[src/spw_tx_pkg.sv]
package spw_tx_pkg;

	// Payload and host word widths
	localparam int DATA_W = 8;
	localparam int HOST_W = 9;

	// Control codes, sent least significant bit first
	localparam logic [1:0] CTRL_FCT = 2'b00;
	localparam logic [1:0] CTRL_EOP = 2'b01;
	localparam logic [1:0] CTRL_EEP = 2'b10;
	localparam logic [1:0] CTRL_ESC = 2'b11;

	// Character lengths on the line
	localparam int CNT_W = 4;
	localparam logic [CNT_W-1:0] LEN_DATA = 4'd10;
	localparam logic [CNT_W-1:0] LEN_CTRL = 4'd4;
	localparam logic [CNT_W-1:0] LEN_NULL = 4'd8;

	// Flow control
	localparam int CREDIT_W = 6;
	localparam logic [CREDIT_W-1:0] CREDIT_STEP = 6'd8;
	localparam logic [CREDIT_W-1:0] CREDIT_MAX = 6'd56;
	localparam int OWED_W = 3;
	localparam logic [OWED_W-1:0] OWED_INIT = 3'd7;

	typedef enum logic [2:0] {
		CH_NULL,
		CH_FCT,
		CH_DATA,
		CH_EOP,
		CH_EEP
	} char_kind_t;

	// One queued character, 11 bits
	typedef struct packed {
		char_kind_t kind;
		logic [DATA_W-1:0] data;
	} tx_char_t;

	typedef enum logic [1:0] {
		START,
		NULL_ONLY,
		NULL_FCT,
		RUN
	} link_state_t;

endpackage

[src/char_if.sv]
`timescale 1ns/1ps

interface char_if;

	// Write side
	logic push;
	spw_tx_pkg::tx_char_t push_char;
	logic full;

	// Read side, pop_char shows the oldest entry
	logic pop;
	spw_tx_pkg::tx_char_t pop_char;
	logic empty;

	modport producer (output push, output push_char, input full);
	modport buffer (input push, input push_char, input pop,
		output full, output pop_char, output empty);
	modport consumer (output pop, input pop_char, input empty);

endinterface

[src/spw_tx_scheduler.sv]
`timescale 1ns/1ps

module spw_tx_scheduler (
	input  logic pclk_tx,
	input  logic enable_tx,
	input  logic [spw_tx_pkg::HOST_W-1:0] data_tx_i,
	input  logic txwrite_tx_i,
	input  logic send_null_tx_i,
	input  logic send_fct_tx_i,
	input  logic gotfct_tx_i,
	input  logic send_fct_now_i,
	output logic ready_tx_data_o,
	char_if.producer chars_o
);

	spw_tx_pkg::link_state_t state_q;
	spw_tx_pkg::link_state_t state_d;
	logic [spw_tx_pkg::CREDIT_W-1:0] credit_q;
	logic [spw_tx_pkg::CREDIT_W-1:0] credit_d;
	logic [spw_tx_pkg::OWED_W-1:0] owed_q;
	logic [spw_tx_pkg::OWED_W-1:0] owed_d;
	logic gotfct_q;
	logic fct_now_q;
	logic gotfct_rise;
	logic fct_now_rise;
	logic sel_valid;
	spw_tx_pkg::tx_char_t sel_char;
	spw_tx_pkg::tx_char_t host_char;
	logic push_fct;
	logic push_host;

	assign gotfct_rise = gotfct_tx_i & ~gotfct_q;
	assign fct_now_rise = send_fct_now_i & ~fct_now_q;

	// Host word to character
	always_comb
	begin
		host_char.data = data_tx_i[spw_tx_pkg::DATA_W-1:0];
		host_char.kind = spw_tx_pkg::CH_DATA;
		if (data_tx_i[spw_tx_pkg::HOST_W-1])
		begin
			host_char.data = '0;
			if (data_tx_i[1:0] == 2'b00)
				host_char.kind = spw_tx_pkg::CH_EOP;
			else
				host_char.kind = spw_tx_pkg::CH_EEP;
		end
	end

	// --------------------------------------------------
	// Next character and link state
	// --------------------------------------------------
	always_comb
	begin
		sel_valid = 1'b0;
		sel_char.kind = spw_tx_pkg::CH_NULL;
		sel_char.data = '0;
		state_d = state_q;
		case (state_q)
			spw_tx_pkg::START:
			begin
				if (send_null_tx_i)
					state_d = spw_tx_pkg::NULL_ONLY;
			end
			spw_tx_pkg::NULL_ONLY:
			begin
				sel_valid = 1'b1;
				if (send_fct_tx_i)
					state_d = spw_tx_pkg::NULL_FCT;
			end
			spw_tx_pkg::NULL_FCT:
			begin
				sel_valid = 1'b1;
				if (owed_q != '0)
					sel_char.kind = spw_tx_pkg::CH_FCT;
				if (send_fct_tx_i && credit_q != '0)
					state_d = spw_tx_pkg::RUN;
			end
			default:
			begin
				sel_valid = 1'b1;
				// FCT first, then host data, then filler NULL
				if (owed_q != '0)
					sel_char.kind = spw_tx_pkg::CH_FCT;
				else if (txwrite_tx_i && credit_q != '0 && !ready_tx_data_o)
					sel_char = host_char;
			end
		endcase
	end

	assign chars_o.push = sel_valid & ~chars_o.full;
	assign chars_o.push_char = sel_char;
	assign push_fct = chars_o.push && sel_char.kind == spw_tx_pkg::CH_FCT;
	assign push_host = chars_o.push && (sel_char.kind == spw_tx_pkg::CH_DATA ||
		sel_char.kind == spw_tx_pkg::CH_EOP || sel_char.kind == spw_tx_pkg::CH_EEP);

	// Credit and owed FCT counts, edge events are taken even while stalled
	always_comb
	begin
		credit_d = credit_q - {{(spw_tx_pkg::CREDIT_W-1){1'b0}}, push_host};
		if (gotfct_rise)
		begin
			if (credit_d > spw_tx_pkg::CREDIT_MAX - spw_tx_pkg::CREDIT_STEP)
				credit_d = spw_tx_pkg::CREDIT_MAX;
			else
				credit_d = credit_d + spw_tx_pkg::CREDIT_STEP;
		end
		owed_d = owed_q - {{(spw_tx_pkg::OWED_W-1){1'b0}}, push_fct};
		if (fct_now_rise && owed_d != {spw_tx_pkg::OWED_W{1'b1}})
			owed_d = owed_d + 1'b1;
	end

	always_ff @(posedge pclk_tx or negedge enable_tx)
	begin
		if (!enable_tx)
		begin
			state_q <= spw_tx_pkg::START;
			credit_q <= '0;
			owed_q <= spw_tx_pkg::OWED_INIT;
			gotfct_q <= 1'b0;
			fct_now_q <= 1'b0;
			ready_tx_data_o <= 1'b0;
		end
		else
		begin
			state_q <= state_d;
			credit_q <= credit_d;
			owed_q <= owed_d;
			gotfct_q <= gotfct_tx_i;
			fct_now_q <= send_fct_now_i;
			ready_tx_data_o <= push_host;
		end
	end

endmodule

[src/spw_char_fifo.sv]
`timescale 1ns/1ps

module spw_char_fifo #(
	parameter int DEPTH = 2
) (
	input  logic pclk_tx,
	input  logic enable_tx,
	char_if.buffer chars
);

	spw_tx_pkg::tx_char_t mem [DEPTH];
	logic [$clog2(DEPTH)-1:0] wr_ptr;
	logic [$clog2(DEPTH)-1:0] rd_ptr;
	logic [$clog2(DEPTH+1)-1:0] count;

	assign chars.full = (int'(count) == DEPTH);
	assign chars.empty = (count == '0);
	assign chars.pop_char = mem[rd_ptr];

	// Storage
	always_ff @(posedge pclk_tx)
	begin
		if (chars.push)
			mem[wr_ptr] <= chars.push_char;
	end

	// Pointers wrap at DEPTH
	always_ff @(posedge pclk_tx or negedge enable_tx)
	begin
		if (!enable_tx)
		begin
			wr_ptr <= '0;
			rd_ptr <= '0;
			count <= '0;
		end
		else
		begin
			if (chars.push)
				wr_ptr <= (int'(wr_ptr) == DEPTH-1) ? '0 : wr_ptr + 1'b1;
			if (chars.pop)
				rd_ptr <= (int'(rd_ptr) == DEPTH-1) ? '0 : rd_ptr + 1'b1;
			if (chars.push && !chars.pop)
				count <= count + 1'b1;
			else if (chars.pop && !chars.push)
				count <= count - 1'b1;
		end
	end

endmodule

[src/spw_tx_serializer.sv]
`timescale 1ns/1ps

module spw_tx_serializer (
	input  logic pclk_tx,
	input  logic enable_tx,
	output logic tx_dout_e_o,
	output logic tx_sout_e_o,
	char_if.consumer chars_i
);

	logic busy_q;
	logic [spw_tx_pkg::CNT_W-1:0] cnt_q;
	logic [9:0] shift_q;
	logic prev_par_q;
	logic [9:0] frame_new;
	logic [spw_tx_pkg::CNT_W-1:0] len_new;
	logic par_new;
	logic [1:0] code;
	logic drive;
	logic next_bit;

	// --------------------------------------------------
	// Frame build with bit 0 going out first
	// --------------------------------------------------
	always_comb
	begin
		case (chars_i.pop_char.kind)
			spw_tx_pkg::CH_EOP: code = spw_tx_pkg::CTRL_EOP;
			spw_tx_pkg::CH_EEP: code = spw_tx_pkg::CTRL_EEP;
			default: code = spw_tx_pkg::CTRL_FCT;
		endcase
		case (chars_i.pop_char.kind)
			spw_tx_pkg::CH_DATA:
			begin
				frame_new = {chars_i.pop_char.data, 1'b0, ~prev_par_q};
				len_new = spw_tx_pkg::LEN_DATA;
				par_new = ^chars_i.pop_char.data;
			end
			spw_tx_pkg::CH_NULL:
			begin
				// Parity of the FCT half of a NULL covers the ESC code
				frame_new = {2'b00, spw_tx_pkg::CTRL_FCT, 1'b1,
					~(^spw_tx_pkg::CTRL_ESC ^ 1'b1),
					spw_tx_pkg::CTRL_ESC, 1'b1, ~(prev_par_q ^ 1'b1)};
				len_new = spw_tx_pkg::LEN_NULL;
				par_new = ^spw_tx_pkg::CTRL_FCT;
			end
			default:
			begin
				frame_new = {6'b000000, code, 1'b1, ~(prev_par_q ^ 1'b1)};
				len_new = spw_tx_pkg::LEN_CTRL;
				par_new = ^code;
			end
		endcase
	end

	// Pop when idle or on the last bit
	assign chars_i.pop = (!busy_q || cnt_q == '0) && !chars_i.empty;
	assign drive = chars_i.pop || (busy_q && cnt_q != '0);
	assign next_bit = chars_i.pop ? frame_new[0] : shift_q[0];

	always_ff @(posedge pclk_tx)
	begin
		if (chars_i.pop)
			shift_q <= frame_new >> 1;
		else if (busy_q)
			shift_q <= shift_q >> 1;
	end

	// --------------------------------------------------
	// Bit counter and data-strobe output
	// --------------------------------------------------
	always_ff @(posedge pclk_tx or negedge enable_tx)
	begin
		if (!enable_tx)
		begin
			busy_q <= 1'b0;
			cnt_q <= '0;
			prev_par_q <= 1'b0;
			tx_dout_e_o <= 1'b0;
			tx_sout_e_o <= 1'b0;
		end
		else
		begin
			if (drive)
			begin
				tx_dout_e_o <= next_bit;
				// Strobe toggles when data repeats
				tx_sout_e_o <= (next_bit == tx_dout_e_o) ? ~tx_sout_e_o : tx_sout_e_o;
			end
			if (chars_i.pop)
			begin
				busy_q <= 1'b1;
				cnt_q <= len_new - 1'b1;
				prev_par_q <= par_new;
			end
			else if (busy_q)
			begin
				if (cnt_q == '0)
					busy_q <= 1'b0;
				else
					cnt_q <= cnt_q - 1'b1;
			end
		end
	end

endmodule

[src/spw_tx_top.sv]
`timescale 1ns/1ps

module spw_tx_top (
	input  logic pclk_tx,
	input  logic enable_tx,
	input  logic [spw_tx_pkg::HOST_W-1:0] data_tx_i,
	input  logic txwrite_tx_i,
	input  logic send_null_tx_i,
	input  logic send_fct_tx_i,
	input  logic gotfct_tx_i,
	input  logic send_fct_now_i,
	output logic tx_dout_e_o,
	output logic tx_sout_e_o,
	output logic ready_tx_data_o
);

	// Character path between the three stages
	char_if chars ();

	spw_tx_scheduler u_scheduler (
		.pclk_tx         (pclk_tx),
		.enable_tx       (enable_tx),
		.data_tx_i       (data_tx_i),
		.txwrite_tx_i    (txwrite_tx_i),
		.send_null_tx_i  (send_null_tx_i),
		.send_fct_tx_i   (send_fct_tx_i),
		.gotfct_tx_i     (gotfct_tx_i),
		.send_fct_now_i  (send_fct_now_i),
		.ready_tx_data_o (ready_tx_data_o),
		.chars_o         (chars)
	);

	spw_char_fifo #(
		.DEPTH (2)
	) u_fifo (
		.pclk_tx   (pclk_tx),
		.enable_tx (enable_tx),
		.chars     (chars)
	);

	spw_tx_serializer u_serializer (
		.pclk_tx     (pclk_tx),
		.enable_tx   (enable_tx),
		.tx_dout_e_o (tx_dout_e_o),
		.tx_sout_e_o (tx_sout_e_o),
		.chars_i     (chars)
	);

endmodule

[config.mk]
export PLATFORM = sky130hd
export DESIGN_NAME = spw_tx_top
export DESIGN_NICKNAME = d
export VERILOG_FILES = /design/src/spw_tx_pkg.sv /design/src/char_if.sv /design/src/spw_tx_scheduler.sv /design/src/spw_char_fifo.sv /design/src/spw_tx_serializer.sv /design/src/spw_tx_top.sv
export SDC_FILE = /design/constraint.sdc
export NUM_CORES = 1
export LEC_CHECK = 0
export BUFFER_PORTS_ARGS = -buffer_cell sky130_fd_sc_hd__buf_2
export CORE_ASPECT_RATIO = 2
export CORE_MARGIN = 5
export CORE_UTILIZATION = 60
export DETAILED_ROUTE_END_ITERATION = 8
export GPL_TIMING_DRIVEN = 1
export HOLD_SLACK_MARGIN = 0.08
export PLACE_DENSITY = 0.81
export SLEW_MARGIN = 20
export SYNTH_ARGS = -nofsm -noshare
export SYNTH_HDL_FRONTEND = slang
export SYNTH_SLANG_ARGS = --single-unit
[constraint.sdc]
create_clock -name pclk_tx -period 3.8 [get_ports pclk_tx]
set_clock_uncertainty 0.15 [all_clocks]
set_input_delay 0.57 -clock pclk_tx [delete_from_list [all_inputs] [get_ports pclk_tx]]
set_output_delay 0.57 -clock pclk_tx [all_outputs]
set_load 0.01 [all_outputs]
==> results.md, run 1 <==
- Top cells by count, synth: 31 x edfxtp_1, 23 x dfrtp_1, 22 x nor2_1
- Pins over their slew limit: 0
- Top cell type by total area after synthesis: edfxtp_1
- Worst setup SP type: flop
- Setup Viol. Count Final: 0
- Global placement routability congestion: 0.723
- Vias in the first global route: 2050
- Drt first pass iters: 4
- Mapped Avg Cell Area: 11.7 sq um
- First-pass GRT wire length: 8720 microns
- Tot GR Track Use: 18.2%
- R2r endpoint: u_scheduler.owed_q[1]$_DFF_PN1_
- Clk pin slew, worst setup/hold paths: 0.07 ns
- DIE WIDTH: 59.7 microns
- Worst-Skew Late Latency: 0.33 ns
- Crit path time final: 3.23 ns
- Hold Fails Final Rpt: 0
- Final instance area: 0.00334 sq mm
- Clk sinks: 57
- R2R setup slack: 0.57 ns
- WS Path Type: reg2reg
- Synth async-reset ratio: 45.6%
- # rows: 36
- Critical Path, Cell by Cell: inv_1, ha_1, a21oi_1, o21ai_0, nor2_1, ha_1, ha_1, inv_1, ha_1, ha_1, nor3b_1, mux2_2
- Outcome: complete, no violations
- R2r startpoint: u_scheduler.state_q[0]$_DFFE_PN0P_
- Post-CTS Resized: 0
- Synth top area share: 31.4%
- Initial antenna violation count: 0
- Class of the worst hold path: in2async
- DP Cell Count: 325
- Routed wire length: 5000 microns
- Number of synthesized flops with an enable pin: 31
- Htree depth: 3
- Arr. time, crit path: 3.33 ns
- Synth Instances: 253
- Starting density of the core: 61.6%
- Tcrit/Tclk final: 84.9%
- IO Pins: 19
- Total core area: 0.00482 sq mm
- Crit path top cell by count: ha_1
- CP max stage delay: 0.43 ns
- Critical path capture point type: flop
- Post-CTS Setup Repair Bufs: 0
- Post-Syn Nets: 282
- Slew headroom: 40.1%
- Share of post-route cells with drive strength above 1: 18.7%
- Initial drt markers: 41
- Via/cell ratio: 5.60
- Largest net degree at the start of global routing: 27
- CTS Hold Bufs: 0
- Total die area: 0.00654 sq mm
- Cell Count, Final, Fillers Out: 341
- Top FF cell, synth: edfxtp_1
- CTS root buf: clkbuf_8
- Diode count: 0
- Final ANT Viol Nets: 0
- DP Area: 0.00311 sq mm
- Final nets: 308
- Via count: 1909
- Total negative slack: 0 ns
- Post-synthesis sequential area ratio: 53.4%
- Total grt overflow: 0
- Syn. warnings: 0
- Number of max-cap violations: 0
- Pwr dens: 959 mW/mm^2
- Routed WL per cell: 14.7 microns
- Placed wire-length estimate: 3820 microns
- R2R depth: 12
- Ranking of synthesized cells by area: edfxtp_1 31%, dfrtp_1 19%, ha_1 5.5%
- Clk buf depth: 2
- Drc violations: 0
- Unrepaired setup endpoints after global routing: false
- CTS tree: yes
- Buffers on Ports: 18
- Yosys reg bits: 57
- Mapped Area: 0.00297 sq mm
- Cell variety after synth: 48
- Critical-path top delay cell: nor3b_1
- Worst slew pin tran: 0.897 ns
- P_leak: 1.41 nW
- Area Overhead vs Synth: 12.7%
- Worst vdd ir: 613 uV
- TritonCTS Buffers: 9
- Max Fclk: 310 MHz
- Worst EP required: 3.90 ns
- CP max FO: 6
- Die H: 109 microns
- Count leader, synth: edfxtp_1
-- cell families (layout without fill, tap and decap cells) --
| group | Yosys count | after routing | share of synthesized area (%) |
|---|---|---|---|
| compound gates | 35 | 35 | 8.44 |
| fa+ha+maj | 13 | 13 | 5.48 |
| simple gates | 86 | 86 | 15.2 |
| flops | 57 | 57 | 53.4 |
| mux | 21 | 21 | 7.76 |
| xor+xnor | 23 | 23 | 7.04 |
| buf+inv | 18 | 49 | 2.61 |
-- how the worst max path moves through the flow --
stage / start / end / slack (ns)
5_1_grt: u_scheduler.state_q[0]$_DFFE_PN0P_ / u_scheduler.owed_q[1]$_DFF_PN1_ / 0.28
6_report: u_scheduler.state_q[0]$_DFFE_PN0P_ / u_scheduler.owed_q[1]$_DFF_PN1_ / 0.57
2_1_floorplan: u_scheduler.state_q[0]$_DFFE_PN0P_ / u_scheduler.owed_q[1]$_DFF_PN1_ / 1.0
3_3_place_gp: u_scheduler.state_q[0]$_DFFE_PN0P_ / u_scheduler.owed_q[1]$_DFF_PN1_ / 0.68
4_1_cts: u_scheduler.state_q[0]$_DFFE_PN0P_ / u_scheduler.owed_q[1]$_DFF_PN1_ / 0.54
3_5_place_dp: u_scheduler.state_q[0]$_DFFE_PN0P_ / u_scheduler.owed_q[1]$_DFF_PN1_ / 0.59
-- metrics by stage --
step           worst slack [ns]  utilization, %  power [mW]  hold WS (ns)
4_1_cts                   0.539            69.4        3.24        0.0870
3_5_place_dp              0.585            64.5        2.55         0.338
3_3_place_gp              0.677            64.5        2.47         0.327
2_1_floorplan              1.00               -        2.26         0.124
5_1_grt                   0.279            69.4        3.46         0.108
6_report                  0.575            69.4        3.21        0.0865
-- final cells by class --
class                      count  area [sq um]
multi-input combinational    178          1300
fill                         351          1480
inverter                      14          52.6
tap                           57          71.3
clock inverter                 6           106
timing repair buffer          19          97.6
clock buffer                  10           128
sequential                    57          1590
-- flip-flops by register name, indices dropped and copies added (netlist names) --
name,count
u_fifo.rd_ptr,1
u_scheduler.state_q,2
u_scheduler.gotfct_q,1
u_serializer.shift_q,9
u_serializer.tx_sout_e_o,1
u_scheduler.credit_q,6
u_serializer.cnt_q,4
u_fifo.mem,22
u_scheduler.ready_tx_data_o,1
u_fifo.wr_ptr,1
u_serializer.busy_q,1
u_scheduler.fct_now_q,1
u_fifo.count,2
u_serializer.prev_par_q,1
u_scheduler.owed_q,3
u_serializer.tx_dout_e_o,1
-- layer usage --
| metal | GRT usage [%] | share of wire (%) | vias to the layer above | wire length [microns] |
|---|---|---|---|---|
| li1 | - | - | 946 | - |
| met1 | 17.1 | 34 | 909 | 1720 |
| met2 | 33.8 | 59 | 40 | 2970 |
| met3 | 3.76 | 3.2 | 14 | 159 |
| met4 | 11.4 | 3.0 | 0 | 150 |
| met5 | 0 | 0 | - | 0 |
-- worst max-delay path, delay by kind of cell (launching register included) --
| kind | cells | cell delay, ns |
|---|---|---|
| AO/OA/AOI/OAI | 2 | 0.60 |
| adder cells (fa/ha/maj) | 5 | 0.91 |
| buffers and inverters | 2 | 0.15 |
| flip-flops | 1 | 0.40 |
| multiplexers | 1 | 0.39 |
| AND/OR/NAND/NOR | 2 | 0.56 |
-- layout by cell type (no fill, tap or decap), types with 3 or more instances in the layout --
cell and count:
edfxtp_1 31, dfrtp_1 23, bufinv_16 3, o21ai_0 8
mux2i_1 14, xor2_1 12, a21oi_1 7, xnor2_1 10
clkbuf_8 9, buf_2 18, dfstp_2 3, ha_1 13
nor3_1 8, nor3b_1 4, nand3_1 3, o21ai_1 4
inv_1 13, nor2b_1 6, and2_1 11, mux2_2 6
nand2_1 20, nor2_1 22
-- where the power goes --
part | switching (mW) | internal [mW]
Clock | 0.233 | 0.432
Sequential | 0.216 | 0.993
Combinational | 0.725 | 0.609
No activity file was read; power rests on OpenSTA's default activity.
==> run 2: changes to the inputs <==
CORE_UTILIZATION = 54   (was 60)
PLACE_DENSITY = 0.77   (was 0.81)
clock period = 2.6 ns   (was 3.8 ns; I/O delays follow)
==> results.md, run 2 (synthesized netlist as in run 1, its figures left out) <==
- Outcome: complete, no violations
- Hold Fails Final Rpt: 0 (unchanged)
- Critical path capture point type: flop
- Biggest register: u_fifo.mem
- Htree depth: 3 (unchanged)
- Hold path cells: 2
- IO Pins: 19 (unchanged)
- Via/cell ratio: 5.55 (-0.90%)
- Die H: 115 microns (+4.9%)
- Routed WL per cell: 15.7 microns (+7.1%)
- Worst setup SP type: flop
- Diode count: 0 (unchanged)
- R2R setup slack: 0.03 ns (-0.54 ns)
- Worst vdd ir: 1110 uV (+80%)
- Class of the worst hold path: in2reg
- Fin util: 69.6% (+0.17 points)
- Setup Viol. Count Final: 0 (unchanged)
- Total core area: 0.00537 sq mm (+11%)
- Largest net degree at the start of global routing: 27 (unchanged)
- Clk sinks: 57 (unchanged)
- Pwr dens: 1400 mW/mm^2 (+46%)
- Max Fclk: 390 MHz (+26%)
- Crit path max-delay family: adder cells
- Placed wire-length estimate: 4110 microns (+7.5%)
- Area Overhead vs Synth: 26.0%
- Worst-Skew Late Latency: 0.33 ns (about the same)
- Share of post-route cells with drive strength above 1: 33.2% (+15 points)
- Arr. time, crit path: 2.67 ns (-0.66 ns)
- Worst slew pin tran: 0.597 ns (-0.300 ns)
- Critical-path top delay cell: dfrtp_1
- # rows: 38 (+5.6%)
- CTS root buf: clkbuf_8
- Max reg flops: 22 (unchanged)
- Number of max-cap violations: 0 (unchanged)
- Unrepaired setup endpoints after global routing: true
- CP max FO: 4 (-2)
- DIE WIDTH: 62.4 microns (+4.5%)
- Tcrit/Tclk final: 98.7% (+14 points)
- Hold path start: data_tx_i[6]
- R2R depth: 12 (unchanged)
- Crit path top cell by count: ha_4
- Commonest non-fill, non-tap cell in the layout: edfxtp_1
- R2r endpoint: u_scheduler.owed_q[2]$_DFF_PN1_
- Total die area: 0.00717 sq mm (+9.6%)
- Combined buffer and inverter count along the critical path: 2 (unchanged)
- Clk pin slew, worst setup/hold paths: 0.06 ns (about the same)
- Global placement routability congestion: 0.774 (+7.0%)
- First-pass GRT wire length: 9670 microns (+11%)
- M2 GR Usage: 34.7% (+0.87 points)
- Starting density of the core: 55.2% (-6.3 points)
- CTS tree: yes
- TritonCTS Buffers: 9 (unchanged)
- DP Cell Count: 352 (+8.3%)
- Met3 Use GR: 5.08% (+1.3 points)
- GR peak layer: met2
- Final nets: 340 (+10%)
- CP max stage delay: 0.41 ns (-0.02 ns)
- P_leak: 1.58 nW (+12%)
- Vias in the first global route: 2259 (+10%)
- Cell Count, Final, Fillers Out: 376 (+10%)
- Via count: 2086 (+9.3%)
- Tot GR Track Use: 17.4% (-0.85 points)
- Worst EP required: 2.71 ns (-1.19 ns)
- Hold Path Sink: u_fifo.mem[1][6]$_DFFE_PP_
- Commonest cells after routing, fill and taps aside: 31 x edfxtp_1, 30 x buf_4, 23 x dfrtp_1, 22 x nor2_1, 20 x nand2_1
- Initial drt markers: 64 (+56%)
- Crit path time final: 2.57 ns (-0.659 ns)
- Buffers on Ports: 18 (unchanged)
- Routed wire length: 5910 microns (+18%)
- Initial antenna violation count: 0 (unchanged)
- Slew headroom: 60.2% (+20 points)
- Total grt overflow: 0 (unchanged)
- Grt met1 use: 14.7% (-2.4 points)
- Clk buf depth: 2 (unchanged)
- Pins over their slew limit: 0 (unchanged)
- Drt first pass iters: 5 (+1)
- WS Path Type: reg2reg
- Final ANT Viol Nets: 0 (unchanged)
- Drc violations: 0 (unchanged)
- Biggest regs: u_fifo.mem (22), u_serializer.shift_q (9), u_scheduler.credit_q (6)
- R2r startpoint: u_scheduler.state_q[1]$_DFFE_PN0P_
- Critical Path, Cell by Cell: inv_2, ha_4, a21oi_4, o21ai_1, nor2_1, ha_2, ha_4, inv_4, ha_4, ha_4, nor3b_4, mux2_4
run 2: worst max path at each step:
stage | end | startpoint | slack, ns | cells after the start
detailed placement | u_scheduler.owed_q[1]$_DFF_PN1_ | u_scheduler.state_q[0]$_DFFE_PN0P_ | -0.04 | 12
global route | u_scheduler.owed_q[2]$_DFF_PN1_ | u_scheduler.state_q[1]$_DFFE_PN0P_ | -0.13 | 12
CTS | u_scheduler.owed_q[0]$_DFF_PN1_ | u_scheduler.state_q[1]$_DFFE_PN0P_ | 0.008 | 14
global placement | u_scheduler.owed_q[2]$_DFF_PN1_ | u_scheduler.state_q[0]$_DFFE_PN0P_ | -0.03 | 12
finish | u_scheduler.owed_q[2]$_DFF_PN1_ | u_scheduler.state_q[1]$_DFFE_PN0P_ | 0.03 | 12
floorplan | u_scheduler.owed_q[1]$_DFF_PN1_ | u_scheduler.state_q[0]$_DFFE_PN0P_ | 0.01 | 12
run 2: final cells by class:
| class | count | area [sq um] |
|---|---|---|
| clock inverters | 7 | 95.1 |
| fillers | 380 | 1640 |
| multi-input cells | 178 | 1460 |
| well taps | 60 | 75.1 |
| flip-flops and latches | 57 | 1590 |
| inverters | 14 | 55.1 |
| clock buffers | 9 | 124 |
| repair buffers | 51 | 345 |
run 2: routing by layer:
layer	part of all wire, %	wire [microns]
met5	0	0
met4	4.4	257
met3	2.7	161
met2	60	3530
met1	33	1950
run 2: per-stage QoR:
| stage | area (sq um) | hold WS [ns] | setup TNS (ns) | setup slack [ns] | power (mW) |
|---|---|---|---|---|---|
| final | 3740 | 0.208 | 0 | 0.0333 | 5.24 |
| after global routing | 3740 | 0.206 | -0.458 | -0.127 | 5.65 |
| after CTS | 3630 | 0.187 | 0 | 0.00777 | 4.97 |
| after detailed placement | 3310 | 0.276 | -0.122 | -0.0411 | 3.94 |
| after global placement | 3310 | 0.272 | -0.0584 | -0.0294 | 3.85 |
| after floorplan | 2980 | -0.0556 | 0 | 0.0129 | 3.32 |
run 2: timing repair:
action / in CTS / in global routing
pin swaps: 3 / 8
endpoints found under the hold margin: 25 / 0
gates resized for setup: 12 / 16
endpoints found under the setup margin: 6 / 9
setup buffers: 4 / 2
hold buffers: 3 / 0
run 2: report_power, final:
group / switching, mW / internal, mW
logic: 1.26 / 1.31
registers: 0.325 / 1.45
clock network: 0.357 / 0.536
total: 1.95 / 3.29
==> run 3: changes to the inputs <==
CORE_UTILIZATION = 57   (was 54)
CTS_BUF_LIST = sky130_fd_sc_hd__clkbuf_4   (was default)
PLACE_DENSITY = 0.81   (was 0.77)
==> results.md, run 3 (synthesized netlist as in run 1, its figures left out) <==
- Crit path max-delay family: adder cells
- Arr. time, crit path: 2.75 ns (+0.08 ns)
- # rows: 37 (-2.6%)
- Final nets: 344 (+1.2%)
- Vias in the first global route: 2187 (-3.2%)
- Outcome: complete, no violations
- Unrepaired setup endpoints after global routing: true
- Worst slew pin tran: 0.588 ns (-0.00894 ns)
- Critical path capture point type: flop
- Slew headroom: 60.8% (+0.60 points)
- Buffers on Ports: 18 (unchanged)
- Largest net degree at the start of global routing: 27 (unchanged)
- Drt first pass iters: 4 (-1)
- Worst vdd ir: 1180 uV (+6.4%)
- R2r startpoint: u_scheduler.state_q[1]$_DFFE_PN0P_
- Clk buf depth: 2 (unchanged)
- Tot GR Track Use: 18.5% (+1.1 points)
- Clk sinks: 57 (unchanged)
- IO Pins: 19 (unchanged)
- Drc violations: 0 (unchanged)
- R2R setup slack: 0.03 ns (about the same)
- Worst setup SP type: flop
- CTS root buf: clkbuf_4
- Hold Fails Final Rpt: 0 (unchanged)
- Routed WL per cell: 15.2 microns (-3.3%)
- CTS tree: yes
- Share of post-route cells with drive strength above 1: 35.0% (+1.8 points)
- DIE WIDTH: 61.0 microns (-2.2%)
- First-pass GRT wire length: 9320 microns (-3.6%)
- Crit path time final: 2.57 ns (+0.00331 ns)
- Fin util: 72.3% (+2.7 points)
- Number of max-cap violations: 0 (unchanged)
- Combined buffer and inverter count along the critical path: 1 (-1)
- Worst EP required: 2.78 ns (+0.07 ns)
- Hold path start: data_tx_i[7]
- CP max stage delay: 0.45 ns (+0.04 ns)
- Area Overhead vs Synth: 24.1%
- Final WS setup: 0.0300 ns (-0.00331 ns)
- Biggest regs: u_fifo.mem (22), u_serializer.shift_q (9), u_scheduler.credit_q (6)
- R2R depth: 10 (-2)
- Pins over their slew limit: 0 (unchanged)
- CP max FO: 4 (unchanged)
- Final ANT Viol Nets: 0 (unchanged)
- Diode count: 0 (unchanged)
- Setup Viol. Count Final: 0 (unchanged)
- Crit path top cell by count: ha_2
- Critical Path, Cell by Cell: ha_2, o21ai_1, nor2_1, ha_2, ha_4, inv_2, ha_2, ha_4, nor3b_4, mux2_4
- Biggest register: u_fifo.mem
- Commonest non-fill, non-tap cell in the layout: buf_4
- Class of the worst hold path: in2reg
- P_leak: 1.56 nW (-1.4%)
- Commonest cells after routing, fill and taps aside: 34 x buf_4, 31 x edfxtp_1, 22 x nor2_1, 22 x dfrtp_1, 20 x nand2_1
- Htree depth: 3 (unchanged)
- Initial antenna violation count: 0 (unchanged)
- R2r endpoint: u_scheduler.owed_q[1]$_DFF_PN1_
- Total grt overflow: 0 (unchanged)
- Routed wire length: 5740 microns (-2.8%)
- Max reg flops: 22 (unchanged)
- DP Area: 0.00331 sq mm (+0.15%)
- Via/cell ratio: 5.56 (+0.14%)
- Pre-CTS setup slack: -0.110 ns (-0.0687 ns)
- Hold path cells: 2 (unchanged)
- WS Path Type: reg2reg
- Final instance area: 0.00368 sq mm (-1.5%)
- TritonCTS Buffers: 9 (unchanged)
- Critical-path top delay cell: dfrtp_1
- Tcrit/Tclk final: 98.8% (+0.13 points)
- Worst hold margin: 0.136 ns (-0.0720 ns)
- Worst-Skew Late Latency: 0.40 ns (+0.07 ns)
- Initial drt markers: 54 (-16%)
- Hold Path Sink: u_fifo.mem[0][7]$_DFFE_PP_
- Pwr dens: 1330 mW/mm^2 (-4.8%)
- Via count: 2100 (+0.67%)
- Starting density of the core: 58.3% (+3.0 points)
- Total core area: 0.00509 sq mm (-5.2%)
- Clk pin slew, worst setup/hold paths: 0.10 ns (+0.04 ns)
- Total die area: 0.00683 sq mm (-4.6%)
- Global placement routability congestion: 0.772 (-0.19%)
- Max Fclk: 389 MHz (-0.13%)
- Die H: 112 microns (-2.4%)
- Placed wire-length estimate: 4180 microns (+1.7%)
-- run 3: changes by cell type in the layout (fill, tap and decap cells not counted), moves of 4 or more --
cell,before,now
clkbuf_4,0,9
clkbuf_8,9,0
ha_2,1,6
buf_4,30,34
ha_1,8,4
-- run 3: where the power goes --
part	switching (mW)	total, mW	internal, mW
clock	0.335	0.625	0.290
combinational	1.25	2.52	1.27
sequential	0.322	1.77	1.45
total	1.91	4.91	3.01
-- run 3: final cells by class --
class | instances | area, sq um
clock inverter | 7 | 71.3
timing repair buffer | 55 | 375
sequential | 57 | 1590
inverter | 14 | 52.6
clock buffer | 9 | 67.6
fill | 352 | 1410
multi-input combinational | 178 | 1460
tap | 58 | 72.6
-- run 3: through the flow --
step                instances  total power, mW  TNS, ns
detailed placement        351             3.97   -0.234
floorplan                 253             3.32        0
finish                    378             4.92        0
global placement          351             3.85  -0.0940
global route              378             5.28  -0.0894
CTS                       372             4.76        0
-- run 3: metal layers --
metal  up-vias  GRT usage [%]  routed length, microns
li1       1020              -                       -
met5         -              0                       0
met2        46           33.6                    3320
met3        28           4.72                     179
met4         0           12.0                     369
met1      1006           16.7                    1880
-- run 3: what timing repair did --
item                                   CTS  global route
buffers inserted                         2             6
pin swaps                                3            11
endpoints found under the hold margin   25             0
hold buffers                             3             0
resized for setup                       15            17
setup endpoints to repair                9             9
-- run 3: worst max path at each step --
stage | start | end | slack [ns] | cells after the start
4_1_cts | u_scheduler.state_q[1]$_DFFE_PN0P_ | u_scheduler.owed_q[2]$_DFF_PN1_ | 0.002 | 12
6_report | u_scheduler.state_q[1]$_DFFE_PN0P_ | u_scheduler.owed_q[1]$_DFF_PN1_ | 0.03 | 10
3_3_place_gp | u_scheduler.state_q[0]$_DFFE_PN0P_ | u_scheduler.owed_q[1]$_DFF_PN1_ | -0.05 | 10
3_5_place_dp | u_scheduler.state_q[0]$_DFFE_PN0P_ | u_scheduler.owed_q[2]$_DFF_PN1_ | -0.11 | 12
5_1_grt | u_scheduler.state_q[1]$_DFFE_PN0P_ | u_scheduler.owed_q[2]$_DFF_PN1_ | -0.04 | 12
2_1_floorplan | u_scheduler.state_q[0]$_DFFE_PN0P_ | u_scheduler.owed_q[1]$_DFF_PN1_ | 0.01 | 12
